===== config.mk =====
export PLATFORM = sky130hd
export DESIGN_NAME = uart_tx
export DESIGN_NICKNAME = d
export VERILOG_FILES = /design/src/verilog/accel_pkg.sv /design/src/verilog/uart_tx.sv /design/src/verilog/baud_timer.sv
export SDC_FILE = /design/constraint.sdc
export NUM_CORES = 1
export LEC_CHECK = 0
export ABC_AREA = 1
export BUFFER_PORTS_ARGS = -buffer_cell sky130_fd_sc_hd__buf_2
export CORE_ASPECT_RATIO = 1.4
export CORE_MARGIN = 2
export CORE_UTILIZATION = 39
export CTS_BUF_LIST = sky130_fd_sc_hd__clkbuf_8 sky130_fd_sc_hd__clkbuf_16
export CTS_CLUSTER_DIAMETER = 80
export DETAILED_ROUTE_END_ITERATION = 12
export HOLD_SLACK_MARGIN = 0.06
export SYNTH_ARGS = -nofsm -noshare
export SYNTH_HDL_FRONTEND = slang
export SYNTH_SLANG_ARGS = --single-unit

===== constraint.sdc =====
create_clock -name clk_in -period 1.6 [get_ports clk_in]
set_input_delay 0.16 -clock clk_in [delete_from_list [all_inputs] [get_ports clk_in]]
set_output_delay 0.16 -clock clk_in [all_outputs]
set_load 0.1 [all_outputs]

===== src/verilog/accel_pkg.sv =====
package accel_pkg;

    // --------------------
    // Q8.24 types
    // --------------------
    typedef logic signed [31:0] q_t;

    // Row-major 3x3 block, element i*3+j
    typedef struct packed {
        q_t [8:0] e;
    } matrix_t;

    typedef struct packed {
        matrix_t a;
        matrix_t b;
    } tile_operands_t;

    typedef logic [3:0] opcode_t;

    localparam opcode_t OP_MATMUL  = 4'd1;
    localparam opcode_t OP_RELU    = 4'd2;
    localparam opcode_t OP_LEAKY   = 4'd3;
    localparam opcode_t OP_SIGMOID = 4'd10;

    localparam int Q_FRAC_BITS = 24;
    localparam q_t Q_ONE       = 32'sh0100_0000;
    localparam q_t Q_HALF      = 32'sh0080_0000;
    localparam q_t Q_TENTH     = 32'sd1677722;

    localparam int MAT_DIM      = 3;
    localparam int MAT_ELEMS    = 9;
    localparam int NUM_TILES    = 4;
    localparam int LOAD_BYTES   = 36;
    localparam int RESULT_BYTES = 144;

    // Clock cycles per UART bit
    localparam int BIT_CYCLES = 11;

    // --------------------
    // Arithmetic
    // --------------------
    function automatic q_t q_mul(q_t a, q_t b);
        logic signed [63:0] prod;
        prod = a * b;
        return q_t'(prod >>> Q_FRAC_BITS);
    endfunction

    function automatic logic op_known(opcode_t op);
        return op inside {OP_MATMUL, OP_RELU, OP_LEAKY, OP_SIGMOID};
    endfunction

    function automatic q_t q_activate(opcode_t op, q_t x);
        logic signed [7:0] int_part;
        int_part = x[31:Q_FRAC_BITS];
        case (op)
            OP_RELU:    q_activate = (x < 0) ? q_t'(0) : x;
            OP_LEAKY:   q_activate = (x < 0) ? q_mul(x, Q_TENTH) : x;
            // Coarse step approximation of the sigmoid
            OP_SIGMOID: begin
                if (int_part >= 4)
                    q_activate = Q_ONE;
                else if (int_part <= -4)
                    q_activate = q_t'(0);
                else
                    q_activate = Q_HALF;
            end
            default:    q_activate = x;
        endcase
    endfunction

endpackage

===== src/verilog/uart_tx.sv =====
module uart_tx (
    input  logic       clk_in,
    input  logic       rst_in,
    input  logic       i_strobe,
    input  logic [7:0] i_byte,
    output logic       o_tx,
    output logic       o_ready
);

    logic       active;
    logic [3:0] bit_idx;
    logic [7:0] shift_q;
    logic       tx_q;
    logic       bit_end;

    baud_timer u_timer (
        .clk_in    (clk_in),
        .rst_in    (rst_in),
        .i_run     (active),
        .o_mid     (),
        .o_bit_end (bit_end)
    );

    // --------------------
    // Frame sequencing
    // --------------------
    always_ff @(posedge clk_in or posedge rst_in) begin
        if (rst_in) begin
            active  <= 1'b0;
            bit_idx <= '0;
            tx_q    <= 1'b1;
        end else if (!active) begin
            bit_idx <= '0;
            if (i_strobe) begin
                active <= 1'b1;
                tx_q   <= 1'b0;
            end
        end else if (bit_end) begin
            bit_idx <= bit_idx + 4'd1;
            if (bit_idx < 4'd8)
                tx_q <= shift_q[0];
            else if (bit_idx == 4'd8)
                tx_q <= 1'b1;
            else
                active <= 1'b0;
        end
    end

    always_ff @(posedge clk_in) begin
        if (!active && i_strobe)
            shift_q <= i_byte;
        else if (active && bit_end)
            shift_q <= shift_q >> 1;
    end

    assign o_tx    = tx_q;
    assign o_ready = !active;

endmodule


===== src/verilog/baud_timer.sv =====
module baud_timer
    import accel_pkg::*;
(
    input  logic clk_in,
    input  logic rst_in,
    input  logic i_run,
    output logic o_mid,
    output logic o_bit_end
);

    logic [3:0] cnt;

    // Held at zero while idle so each frame starts on a clean bit boundary
    always_ff @(posedge clk_in or posedge rst_in) begin
        if (rst_in) begin
            cnt <= '0;
        end else if (!i_run) begin
            cnt <= '0;
        end else if (cnt == 4'(BIT_CYCLES - 1)) begin
            cnt <= '0;
        end else begin
            cnt <= cnt + 4'd1;
        end
    end

    assign o_mid     = i_run && (cnt == 4'(BIT_CYCLES / 2));
    assign o_bit_end = i_run && (cnt == 4'(BIT_CYCLES - 1));

endmodule


==> run_results.csv <==
group,metric,value,unit
outcome,outcome,"finished clean",
sta,setup_tns,0,ps
pwr,p_per_area,1490,nW/um2
clocking,clock_sinks,18,
critical_path,cp.arrival,1270,ps
critical_path,critPathSlowestCell,"dfrtp_1",
synthesis,ys_warn_count,0,
sta,finalHoldViolCount,0,
floorplan,start_util,41.6,%
grt,grt_pass1_vias,617,
critical_path,r2r-start,"u_timer.cnt[0]",
drt,drc_errors,0,
synthesis,synth-seq-cells,18,
run,maxCapViolCount,0,
clocking,cts_made_buffers,3,
grt,globalRouteOverflowTotal,0,
critical_path,r2r_setup_slack,220,ps
sta,holdWs,209,ps
placement,hpwl,1.03,mm
clocking,h-tree-depth,1,
drt,wirelength,1.39,mm
pwr,ir_drop,0.000837,V
placement,placed_cell_area,986,um2
floorplan,die-area,2760,um2
layout,drive_gt1_share,25.9,%
drt,vias,654,
critical_path,cp_cell_sequence,"inv_6 -> clkbuf_4",
worst_hold_path,hp-class,"primary input to flop",
grt,grt_max_degree,11,
drt,via_per_inst,4.88,
sta,period_share,89.2,%
sta,relSlewSlack,68.1,%
critical_path,cp-end-kind,"output port",
clocking,cts.clk_slew.worst_paths,70,ps
sta,fmax,701,MHz
floorplan,rows,20,
drt,drtAntennaViolNets,0,
placement,routabilityCongestion,0.764,
drt,dr.pass1.iters,4,
critical_path,reg2reg_to,"shift_q[3]",
critical_path,r2r_cells,4,
sta,grt_setup_unrepaired,"false",
synthesis,synthSimpleGateAreaFrac,31.4,%
critical_path,cpPeakStageDelay,520,ps
floorplan,core-area,2200,um2
sta,maxSlewViolCount,0,
synthesis,synthesis.nets,112,
synthesis,syn_inst,97,
critical_path,critical_path_required,1440,ps
critical_path,worstSetupPathType,"flop to output port",
pwr,leakagePower,0.519,nW
sta,setup_viol,0,
synthesis,synthMuxAreaShare,0,%
grt,antenna_found_initial,0,
critical_path,crit_path_start,"active",
synthesis,ys_seq_area_share,53.6,%
floorplan,die_w,45.0,um
layout,nets,128,
synthesis,synth_top_family_by_area,"simple AND/OR/NAND/NOR gates",
grt,grt.total_usage,12.7,%
clocking,cts_max_path_buffers,2,
clocking,cts_tree,"yes",
critical_path,crit_fanout,10,
placement,io_buffer_count,12,
synthesis,synth_compound_area_share,1.91,%
grt,grt_pass1_wl,2.58,mm
synthesis,syn_area_per_cell,9.45,um2
clocking,cts.root.buffer_cell,"clkbuf_8",
floorplan,io_pins,13,
worst_hold_path,min_from,"i_byte[7]",
sta,fin_skew,2.24,ps
sta,fin_crit,1430,ps
synthesis,synthXorXnorAreaFrac,0.955,%
drt,avgRoutedWirePerCell,10.4,um
worst_hold_path,min_path_cells,3,
synthesis,synthAdderAreaFrac,5.46,%
synthesis,yosysUniqueCellTypes,22,
layout,areaGrowthSynthToFinish,15.1,%
layout,diodes,0,
floorplan,die_h,61.4,um
drt,drtIter0Drc,11,
sta,tightest_slew,481,ps
worst_hold_path,hold-path-endpoint,"shift_q[7]",
layout,final_area,1060,um2
clocking,insertion_delay,250,ps
synthesis,synth_area,917,um2
critical_path,cp-start-kind,"flop",
-- cells in the mapped netlist (all sizes together) --
cell type / number / area (um2)
nand2: 29 / 126
nand3: 14 / 80.1
nor2: 13 / 53.8
inv: 10 / 42.5
dfrtp: 9 / 225
edfxtp: 8 / 240
ha: 4 / 50.1
buf: 2 / 18.8
o21ai: 2 / 10.0
dfstp: 1 / 26.3
nand4: 1 / 6.26
nor3b: 1 / 12.5
o21a: 1 / 7.51
or2: 1 / 8.76
xnor2: 1 / 8.76
-- final cells by class --
class	instances	area, um2
clock buffer	4	55.1
fill	220	1150
inverter	10	42.5
multi-input combinational	67	367
sequential	18	492
tap	22	27.5
timing repair buffer	13	72.6
-- flip-flops by register name (all words and copies together), names as in the netlist --
name	flops
shift_q	8
o_tx	1
bit_idx	4
active	1
u_timer.cnt	4
-- metrics by stage --
step           util, %  power, W  setup WS (ps)  std cells
6_report          48.0   0.00157            173        134
5_1_grt           48.0   0.00171           81.8        134
4_1_cts           47.7   0.00160           60.7        134
3_5_place_dp      44.8   0.00123            112        129
3_3_place_gp      44.8   0.00122            157        129
2_1_floorplan        -   0.00113            222         97
-- power by group --
part / internal (W) / switching, W
Combinational: 0.000170 / 0.000303
Sequential: 0.000636 / 0.000106
Clock: 0.000218 / 0.000140
-- worst max-delay path by stage --
stage          cells past startpoint         end  slack [ps]
2_1_floorplan                      4  shift_q[0]         220
3_3_place_gp                       4  shift_q[3]         160
3_5_place_dp                       4  shift_q[3]         110
4_1_cts                            2     o_ready          60
5_1_grt                            2  shift_q[1]          80
6_report                           2     o_ready         170
-- metal layers --
layer / global-route usage, % / vias up / routed length [um] / share of wire (%)
met5: 0 / - / 0 / 0
met2: 20.2 / 15 / 667 / 48
met1: 17.4 / 298 / 660 / 48
met4: 5.04 / 0 / 12 / 0.87
met3: 1.76 / 2 / 47 / 3.4
li1: - / 339 / - / -
-- cell families (layout without fill, tap and decap cells) --
logic type      Yosys count  after routing
flops                    18             18
compound gates            3              3
simple gates             59             59
xor+xnor                  1              1
fa+ha+maj                 4              4
buf+inv                  12             27
-- what timing repair did --
item | CTS | global route
resized for setup | 0 | 2
hold buffers | 1 | 0
buffers inserted | 0 | 0
endpoints found under the setup margin | 0 | 9
hold endpoints to repair | 9 | 0
-- critical path: cells and delay by family, from the launching register on --
family	cells	cell delay, ps
buf+inv	2	500
flops	1	520
-- placed cells by master, fill, tap and decap left out, drive strengths merged --
cell type / count
nand4: 1
clkbuf: 5
nand2: 29
o21ai: 2
inv: 10
dfstp: 1
nor2: 13
nor3b: 1
o21a: 1
edfxtp: 8
nand3: 14
xnor2: 1
dfrtp: 9
ha: 4
dlygate4sd3: 1
buf: 11
or2: 1
Power figures use the tool's default switching activity.
