**config.mk**
```make
export PLATFORM = sky130hd
export DESIGN_NAME = uart_rx
export DESIGN_NICKNAME = d
export VERILOG_FILES = /design/src/verilog/accel_pkg.sv /design/src/verilog/uart_rx.sv /design/src/verilog/baud_timer.sv
export SDC_FILE = /design/constraint.sdc
export NUM_CORES = 1
export LEC_CHECK = 0
export ABC_AREA = 1
export BUFFER_PORTS_ARGS = -buffer_cell sky130_fd_sc_hd__clkbuf_2
export CORE_ASPECT_RATIO = 1.4
export CORE_MARGIN = 1
export CORE_UTILIZATION = 35
export CTS_BUF_LIST = sky130_fd_sc_hd__clkbuf_8 sky130_fd_sc_hd__clkbuf_16
export DETAILED_ROUTE_END_ITERATION = 10
export PLACE_DENSITY = 0.51
export RECOVER_POWER = 50
export SYNTH_ARGS = -nofsm -noshare
export SYNTH_HDL_FRONTEND = slang
export SYNTH_SLANG_ARGS = --single-unit
```
**constraint.sdc**
```tcl
create_clock -name clk_in -period 2.5 [get_ports clk_in]
set_clock_uncertainty 0.2 [all_clocks]
set_input_delay 0.5 -clock clk_in [delete_from_list [all_inputs] [get_ports clk_in]]
set_output_delay 0.5 -clock clk_in [all_outputs]
set_load 0.01 [all_outputs]
```
**src/verilog/accel_pkg.sv**
```systemverilog
package accel_pkg;

    // --------------------
    // Q8.24 types
    // --------------------
    typedef logic signed [31:0] q_t;

    // Row-major 3x3 block, element i*3+j
    typedef struct packed {
        q_t [8:0] e;
    } matrix_t;

    typedef struct packed {
        matrix_t a;
        matrix_t b;
    } tile_operands_t;

    typedef logic [3:0] opcode_t;

    localparam opcode_t OP_MATMUL  = 4'd1;
    localparam opcode_t OP_RELU    = 4'd2;
    localparam opcode_t OP_LEAKY   = 4'd3;
    localparam opcode_t OP_SIGMOID = 4'd10;

    localparam int Q_FRAC_BITS = 24;
    localparam q_t Q_ONE       = 32'sh0100_0000;
    localparam q_t Q_HALF      = 32'sh0080_0000;
    localparam q_t Q_TENTH     = 32'sd1677722;

    localparam int MAT_DIM      = 3;
    localparam int MAT_ELEMS    = 9;
    localparam int NUM_TILES    = 4;
    localparam int LOAD_BYTES   = 36;
    localparam int RESULT_BYTES = 144;

    // Clock cycles per UART bit
    localparam int BIT_CYCLES = 11;

    // --------------------
    // Arithmetic
    // --------------------
    function automatic q_t q_mul(q_t a, q_t b);
        logic signed [63:0] prod;
        prod = a * b;
        return q_t'(prod >>> Q_FRAC_BITS);
    endfunction

    function automatic logic op_known(opcode_t op);
        return op inside {OP_MATMUL, OP_RELU, OP_LEAKY, OP_SIGMOID};
    endfunction

    function automatic q_t q_activate(opcode_t op, q_t x);
        logic signed [7:0] int_part;
        int_part = x[31:Q_FRAC_BITS];
        case (op)
            OP_RELU:    q_activate = (x < 0) ? q_t'(0) : x;
            OP_LEAKY:   q_activate = (x < 0) ? q_mul(x, Q_TENTH) : x;
            // Coarse step approximation of the sigmoid
            OP_SIGMOID: begin
                if (int_part >= 4)
                    q_activate = Q_ONE;
                else if (int_part <= -4)
                    q_activate = q_t'(0);
                else
                    q_activate = Q_HALF;
            end
            default:    q_activate = x;
        endcase
    endfunction

endpackage
```
**src/verilog/uart_rx.sv**
```systemverilog
module uart_rx (
    input  logic       clk_in,
    input  logic       rst_in,
    input  logic       i_rx,
    output logic [7:0] o_byte,
    output logic       o_byte_valid
);

    logic [1:0] rx_sync;
    logic       active;
    logic [3:0] bit_idx;
    logic [7:0] shift_q;
    logic       mid;
    logic       bit_end;

    baud_timer u_timer (
        .clk_in    (clk_in),
        .rst_in    (rst_in),
        .i_run     (active),
        .o_mid     (mid),
        .o_bit_end (bit_end)
    );

    // Bit 0 is the start bit, 1..8 data, 9 stop
    always_ff @(posedge clk_in or posedge rst_in) begin
        if (rst_in) begin
            rx_sync      <= 2'b11;
            active       <= 1'b0;
            bit_idx      <= '0;
            o_byte_valid <= 1'b0;
        end else begin
            rx_sync      <= {rx_sync[0], i_rx};
            o_byte_valid <= 1'b0;
            if (!active) begin
                bit_idx <= '0;
                if (!rx_sync[1])
                    active <= 1'b1;
            end else begin
                if (mid && bit_idx == 4'd0 && rx_sync[1]) begin
                    // Glitch, not a real start bit
                    active <= 1'b0;
                end else if (mid && bit_idx == 4'd9) begin
                    active       <= 1'b0;
                    o_byte_valid <= rx_sync[1];
                end
                if (bit_end)
                    bit_idx <= bit_idx + 4'd1;
            end
        end
    end

    // LSB arrives first
    always_ff @(posedge clk_in) begin
        if (active && mid && bit_idx >= 4'd1 && bit_idx <= 4'd8)
            shift_q <= {rx_sync[1], shift_q[7:1]};
    end

    assign o_byte = shift_q;

endmodule

```
**src/verilog/baud_timer.sv**
```systemverilog
module baud_timer
    import accel_pkg::*;
(
    input  logic clk_in,
    input  logic rst_in,
    input  logic i_run,
    output logic o_mid,
    output logic o_bit_end
);

    logic [3:0] cnt;

    // Held at zero while idle so each frame starts on a clean bit boundary
    always_ff @(posedge clk_in or posedge rst_in) begin
        if (rst_in) begin
            cnt <= '0;
        end else if (!i_run) begin
            cnt <= '0;
        end else if (cnt == 4'(BIT_CYCLES - 1)) begin
            cnt <= '0;
        end else begin
            cnt <= cnt + 4'd1;
        end
    end

    assign o_mid     = i_run && (cnt == 4'(BIT_CYCLES / 2));
    assign o_bit_end = i_run && (cnt == 4'(BIT_CYCLES - 1));

endmodule

```
==> results.sh, run 1 <==
export IMPL_cellInternalPower_uw=687
export IMPL_grt_setup_unrepaired="false"
export IMPL_power_uw=993
export IMPL_grt_busiest_layer="met2"
export IMPL_critPathArrivalTime_ns=1.61
export IMPL_synth_area_mux_share=0
export IMPL_power_leakage_nw=0.492
export IMPL_combPwrFrac=0.224
export IMPL_use_met2=0.198
export IMPL_fp_dieW_um=44.0
export IMPL_yosysTopAreaCell="dfrtp_1"
export IMPL_syn_inst=81
export IMPL_timing_hold_violations_final=0
export IMPL_die_h_um=60.8
export IMPL_p_clk_frac=0.319
export IMPL_gp_congestion=0.772
export IMPL_via_per_inst=4.71
export IMPL_wl_um=1340
export IMPL_status="finished, final reports clean"
export IMPL_dp_cells=114
export IMPL_fillers=222
export IMPL_period_share=0.769
export IMPL_io_buffers=11
export IMPL_diodes=0
export IMPL_tritoncts="yes"
export IMPL_wl_per_cell_um=11.4
export IMPL_crit_path_start_kind="flop"
export IMPL_post_route_min_period_ns=1.92
export IMPL_yosysWarnings=0
export IMPL_die_area_um2=2670
export IMPL_drv_slew=0
export IMPL_max_freq_mhz=520
export IMPL_reg2reg_depth=6
export IMPL_drive_gt1_frac=0.229
export IMPL_dp_hpwl_um=1050
export IMPL_antenna_found_initial=0
export IMPL_yosys_area_top_type_share=0.290
export IMPL_worstSetupEndpointType="flop"
export IMPL_dr_pass1_iters=6
export IMPL_synthSimpleGateAreaFrac=0.225
export IMPL_synth_compound_area_share=0.0449
export IMPL_clock_path_buffers=2
export IMPL_finalInstanceArea_um2=1010
export IMPL_drc=0
export IMPL_drv_cap=0
export IMPL_root_buffer="clkbuf_8"
export IMPL_pwr_density_cell_nw_per_um2=980
export IMPL_synth_top_family_by_area="simple AND/OR/NAND/NOR gates"
export IMPL_grt_pass1_wl_um=2370
export IMPL_vias=556
export IMPL_whs_ns=0.0201
export IMPL_regArea_um2=543
export IMPL_fin_ws_ns=0.576
export IMPL_grt_overflow=0
export IMPL_cts_repair_resized=0
export IMPL_io_pin_count=12
export IMPL_post_cts_buffers=0
export IMPL_clock_sinks=20
export IMPL_postLayoutCoreUtil=0.450
export IMPL_synth_area_leaders="dfrtp_1, edfxtp_1, dfstp_2"
export IMPL_rows=20
export IMPL_crit_type="reg2reg"
export IMPL_synth_xor_xnor_area_share=0.0101
export IMPL_ir_drop_mv=0.650
export IMPL_switching_share=0.308
export IMPL_grt_util_met3=0.0179
export IMPL_use_met1=0.156
export IMPL_insertion_delay_ns=0.26
export IMPL_core_um2=2250
export IMPL_grt_pass1_vias=540
export IMPL_ys_types=19
export IMPL_instances_no_fill=118
export IMPL_hp_class="in2async"
export IMPL_cts_buffers=3
export IMPL_grtUsageTotal=0.123
export IMPL_tightest_slew_ns=0.628
export IMPL_clk_pin_slew_ns=0.08
export IMPL_num_nets_final=103
export IMPL_htreeDepth=1
export IMPL_drt_iter0_drc=15
export IMPL_start_util=0.383
export IMPL_ant_nets=0
export IMPL_place_area_um2=946
export IMPL_power_switching_uw=306
export IMPL_cp_data_required_time_ns=2.19
export IMPL_synth_adder_area_share=0.0435
export IMPL_multi_input_area_um2=275
export IMPL_setup_violations_final=0
export IMPL_ys_seq_elements=20
export IMPL_power_frac_seq=0.456
export IMPL_syn_nets=87
export IMPL_cts_hold_buf=0
export IMPL_worstPathMaxFanout=8
export IMPL_dpl_worst_slack_ns=0.582
export IMPL_ys_seq_area_frac=0.629
export IMPL_grt_max_degree=13
export IMPL_area_delta_synth_final_pct=17.4
export IMPL_synth_area_um2=863
export IMPL_relSlewSlack=0.580
export IMPL_tns_ns=0
export IMPL_syn_avg_cell_area_um2=10.7
[sequential cells by signal (all words and copies together), names as in the netlist]
name          flops
active            1
bit_idx           4
o_byte            8
o_byte_valid      1
rx_sync           2
u_timer.cnt       4
[cell families after synthesis]
kind of cell	count (synthesis)
DFF	20
adders and majority gates	3
AOI/OAI and AO/OA	7
xor gates and xnor gates	1
buffers and inverters	11
and+or+nand+nor	39
[placed cells by master, fill, tap and decap left out]
cell type  count
dfrtp_1       10
xor2_1         1
nand2_1       14
edfxtp_1       8
o21ai_1        2
nor3_1         1
nand2_4        2
nand2_2        2
o21ai_0        2
bufinv_16      1
nor2_1        12
ha_1           3
nor2_8         1
inv_1         11
a21oi_1        3
dfstp_2        1
clkbuf_2      11
nor2_2         1
nand3_1        6
clkbuf_8       3
dfstp_1        1
[routing by layer]
layer / vias to the layer above / part of all wire
met2: 9 / 0.50
li1: 285 / -
met1: 258 / 0.46
met4: 0 / 0.019
met3: 4 / 0.019
met5: - / 0
[cell type report]
| type | count | area share |
|---|---|---|
| clock buffers | 3 | 0.0407 |
| clock inverters | 1 | 0.0296 |
| inverters | 11 | 0.0407 |
| multi-input cells | 50 | 0.272 |
| flip-flops and latches | 20 | 0.536 |
| well taps | 22 | 0.0272 |
| repair buffers | 11 | 0.0543 |
[Yosys cell counts]
library cell / instances
nor3_1: 1
xor2_1: 1
nor2_1: 12
nor2_8: 1
inv_1: 10
dfrtp_1: 10
nand2_1: 14
o21ai_1: 2
o21ai_2: 1
dfstp_2: 2
ha_1: 3
o21ai_0: 1
inv_2: 1
nand2_4: 2
nand3_1: 6
nand2_2: 2
edfxtp_1: 8
a21oi_1: 3
nor2_2: 1
[worst paths after layout]
kind / startpoint / endpoint / slack [ns]
worst max-delay path: bit_idx[0]$_DFFE_PP0P_ / o_byte[5]$_DFFE_PP_ / 0.58
worst min-delay path: rst_in / active$_DFF_PP0_ / 0.02
worst max register to register: bit_idx[0]$_DFFE_PP0P_ / o_byte[5]$_DFFE_PP_ / 0.58
worst min register to register: rx_sync[0]$_DFF_PP1_ / rx_sync[1]$_DFF_PP1_ / 0.16
max in group asynchronous: rst_in / rx_sync[0]$_DFF_PP1_ / 1.73
min in group clk_in: i_rx / rx_sync[0]$_DFF_PP1_ / 0.13
[power groups by stage]
stage,Clock [mW],Combinational (mW),Sequential (mW)
floorplan,0,0.190,0.452
global placement,0,0.232,0.463
detailed placement,0,0.233,0.467
CTS,0.326,0.234,0.459
global route,0.335,0.261,0.467
finish,0.317,0.223,0.453
[worst max-delay path, stage by stage (launching register included)]
cell and delay (ns):
dfrtp_1 0.40, inv_1 0.12, ha_1 0.16, nand2_1 0.08
nand2_1 0.07, nand2_1 0.05, nor2_1 0.48
No activity file was read; power rests on OpenSTA's default activity.
==> inputs of run 2 (changes only) <==
PLACE_DENSITY = 0.53   (was 0.51)
clock period = 1.62 ns   (was 2.5 ns; I/O delays follow)
==> results.sh, run 2 (synthesis results as in run 1) <==
export IMPL_status="finished, final reports clean"
export IMPL_path_cells="inv_1 > ha_1 > nand2_1 > nand2_1 > nand2_1 > nor2_2 > buf_6"
export IMPL_gp_congestion=0.735
export IMPL_io_pin_count=12
export IMPL_fillers=214
export IMPL_fp_dieW_um=44.0
export IMPL_hp_class="reg2reg"
export IMPL_diodes=0
export IMPL_worstSetupStartpoint="bit_idx[0]$_DFFE_PP0P_"
export IMPL_dr_pass1_iters=6
export IMPL_final_cell_mix="nand2_1, nor2_1, clkbuf_2, dfrtp_1, inv_1"
export IMPL_die_h_um=60.8
export IMPL_cp_slowest_stage_delay_ns=0.40
export IMPL_critPathSlowestCell="dfrtp_1"
export IMPL_worstReg2RegEnd="o_byte[0]$_DFFE_PP_"
export IMPL_via_per_inst=4.75
export IMPL_period_share=0.956
export IMPL_drt_iter0_drc=6
export IMPL_insertion_delay_ns=0.25
export IMPL_clock_path_buffers=2
export IMPL_worstSetupEndpointType="flop"
export IMPL_tightest_slew_ns=0.471
export IMPL_die_area_um2=2670
export IMPL_drive_gt1_frac=0.305
export IMPL_clk_pin_slew_ns=0.07
export IMPL_fin_ws_ns=0.0706
export IMPL_critPathArrivalTime_ns=1.32
export IMPL_layout_commonest_cell="nand2_1"
export IMPL_ant_nets=0
export IMPL_wl_um=1410
export IMPL_relSlewSlack=0.686
export IMPL_pwr_density_cell_nw_per_um2=1500
export IMPL_use_met1=0.126
export IMPL_path_buf_inv=2
export IMPL_worst_path_stages=7
export IMPL_r2r_slack_ns=0.07
export IMPL_use_met2=0.224
export IMPL_power_leakage_nw=0.531
export IMPL_tns_ns=0
export IMPL_reg2reg_depth=7
export IMPL_num_nets_final=112
export IMPL_drv_cap=0
export IMPL_ir_drop_mv=0.889
export IMPL_grt_pass1_wl_um=2260
export IMPL_grt_max_degree=13
export IMPL_root_buffer="clkbuf_8"
export IMPL_largest_reg_flops=8
export IMPL_area_delta_synth_final_pct=26.5
export IMPL_rows=20
export IMPL_htreeDepth=1
export IMPL_cp_top_family="flip-flops"
export IMPL_start_util=0.383
export IMPL_crit_path_start_kind="flop"
export IMPL_max_freq_mhz=645
export IMPL_grtUsageTotal=0.116
export IMPL_core_um2=2250
export IMPL_grt_pass1_vias=570
export IMPL_antenna_found_initial=0
export IMPL_io_buffers=11
export IMPL_crit_type="reg2reg"
export IMPL_grt_util_met3=0.0179
export IMPL_dp_hpwl_um=1120
export IMPL_drc=0
export IMPL_grt_overflow=0
export IMPL_regArea_um2=543
export IMPL_dpl_worst_slack_ns=0.0480
export IMPL_vias=603
export IMPL_tritoncts="yes"
export IMPL_clock_sinks=20
export IMPL_drv_slew=0
export IMPL_post_route_min_period_ns=1.55
export IMPL_setup_violations_final=0
export IMPL_cts_buffers=3
export IMPL_multi_input_area_um2=282
export IMPL_grt_busiest_layer="met2"
export IMPL_wl_per_cell_um=11.1
export IMPL_crit_end="o_byte[0]$_DFFE_PP_"
export IMPL_post_cts_buffers=0
export IMPL_cpMostUsedCell="nand2_1"
export IMPL_cp_data_required_time_ns=1.39
export IMPL_timing_rr_start="bit_idx[0]$_DFFE_PP0P_"
export IMPL_worstPathMaxFanout=8
export IMPL_power_mw=1.64
export IMPL_timing_hold_violations_final=0
==> run 2: cell types whose count changed in the layout (fill, tap and decap cells not counted), moves of 2 or more <==
cell	delta
buf_4	+5
dlygate4sd3_1	+2
inv_1	-2
inv_2	+2
==> run 2: worst min path at each step <==
stage                                     endpoint  slack [ns]            startpoint  depth (start not counted)
after floorplan                   active$_DFF_PP0_       -0.01                rst_in                          1
after global placement    u_timer.cnt[3]$_DFF_PP0_        0.15                rst_in                          2
after detailed placement  u_timer.cnt[2]$_DFF_PP0_        0.14                rst_in                          2
after CTS                     rx_sync[1]$_DFF_PP1_        0.16  rx_sync[0]$_DFF_PP1_                          0
after global routing          rx_sync[1]$_DFF_PP1_        0.17  rx_sync[0]$_DFF_PP1_                          0
final                         rx_sync[1]$_DFF_PP1_        0.16  rx_sync[0]$_DFF_PP1_                          0
==> run 2: per-layer routing <==
metal / vias to the layer above / wire length, µm / part of all wire
met5: - / 0 / 0
met4: 0 / 0 / 0
met3: 0 / 22 / 0.016
met2: 6 / 783 / 0.56
met1: 293 / 604 / 0.43
li1: 304 / - / -
==> run 2: metrics by stage <==
stage,hold WS (ns),instances,cell area [µm²],utilization
after floorplan,-0.0127,81,866,-
after global placement,0.145,121,1000,0.444
after detailed placement,0.143,121,1000,0.444
after CTS,0.160,127,1090,0.485
after global routing,0.168,127,1090,0.485
final,0.164,127,1090,0.485
==> run 2: final cells by class <==
class,count,area share
sequential,20,0.497
multi-input combinational,50,0.258
timing repair buffer,20,0.117
clock buffer,3,0.0378
inverter,11,0.0378
clock inverter,1,0.0275
tap,22,0.0252
==> run 2: what timing repair did <==
item,4_1_cts,5_1_grt
resized for setup,0,2
endpoints found under the hold margin,11,0
setup endpoints to repair,0,8
hold buffers,2,0
==> run 2: power by group <==
part	leakage [nW]	switching, mW	internal [mW]	total, mW
Sequential	0.223	0.0544	0.612	0.667
Combinational	0.272	0.293	0.192	0.485
Clock	0.0357	0.157	0.329	0.486
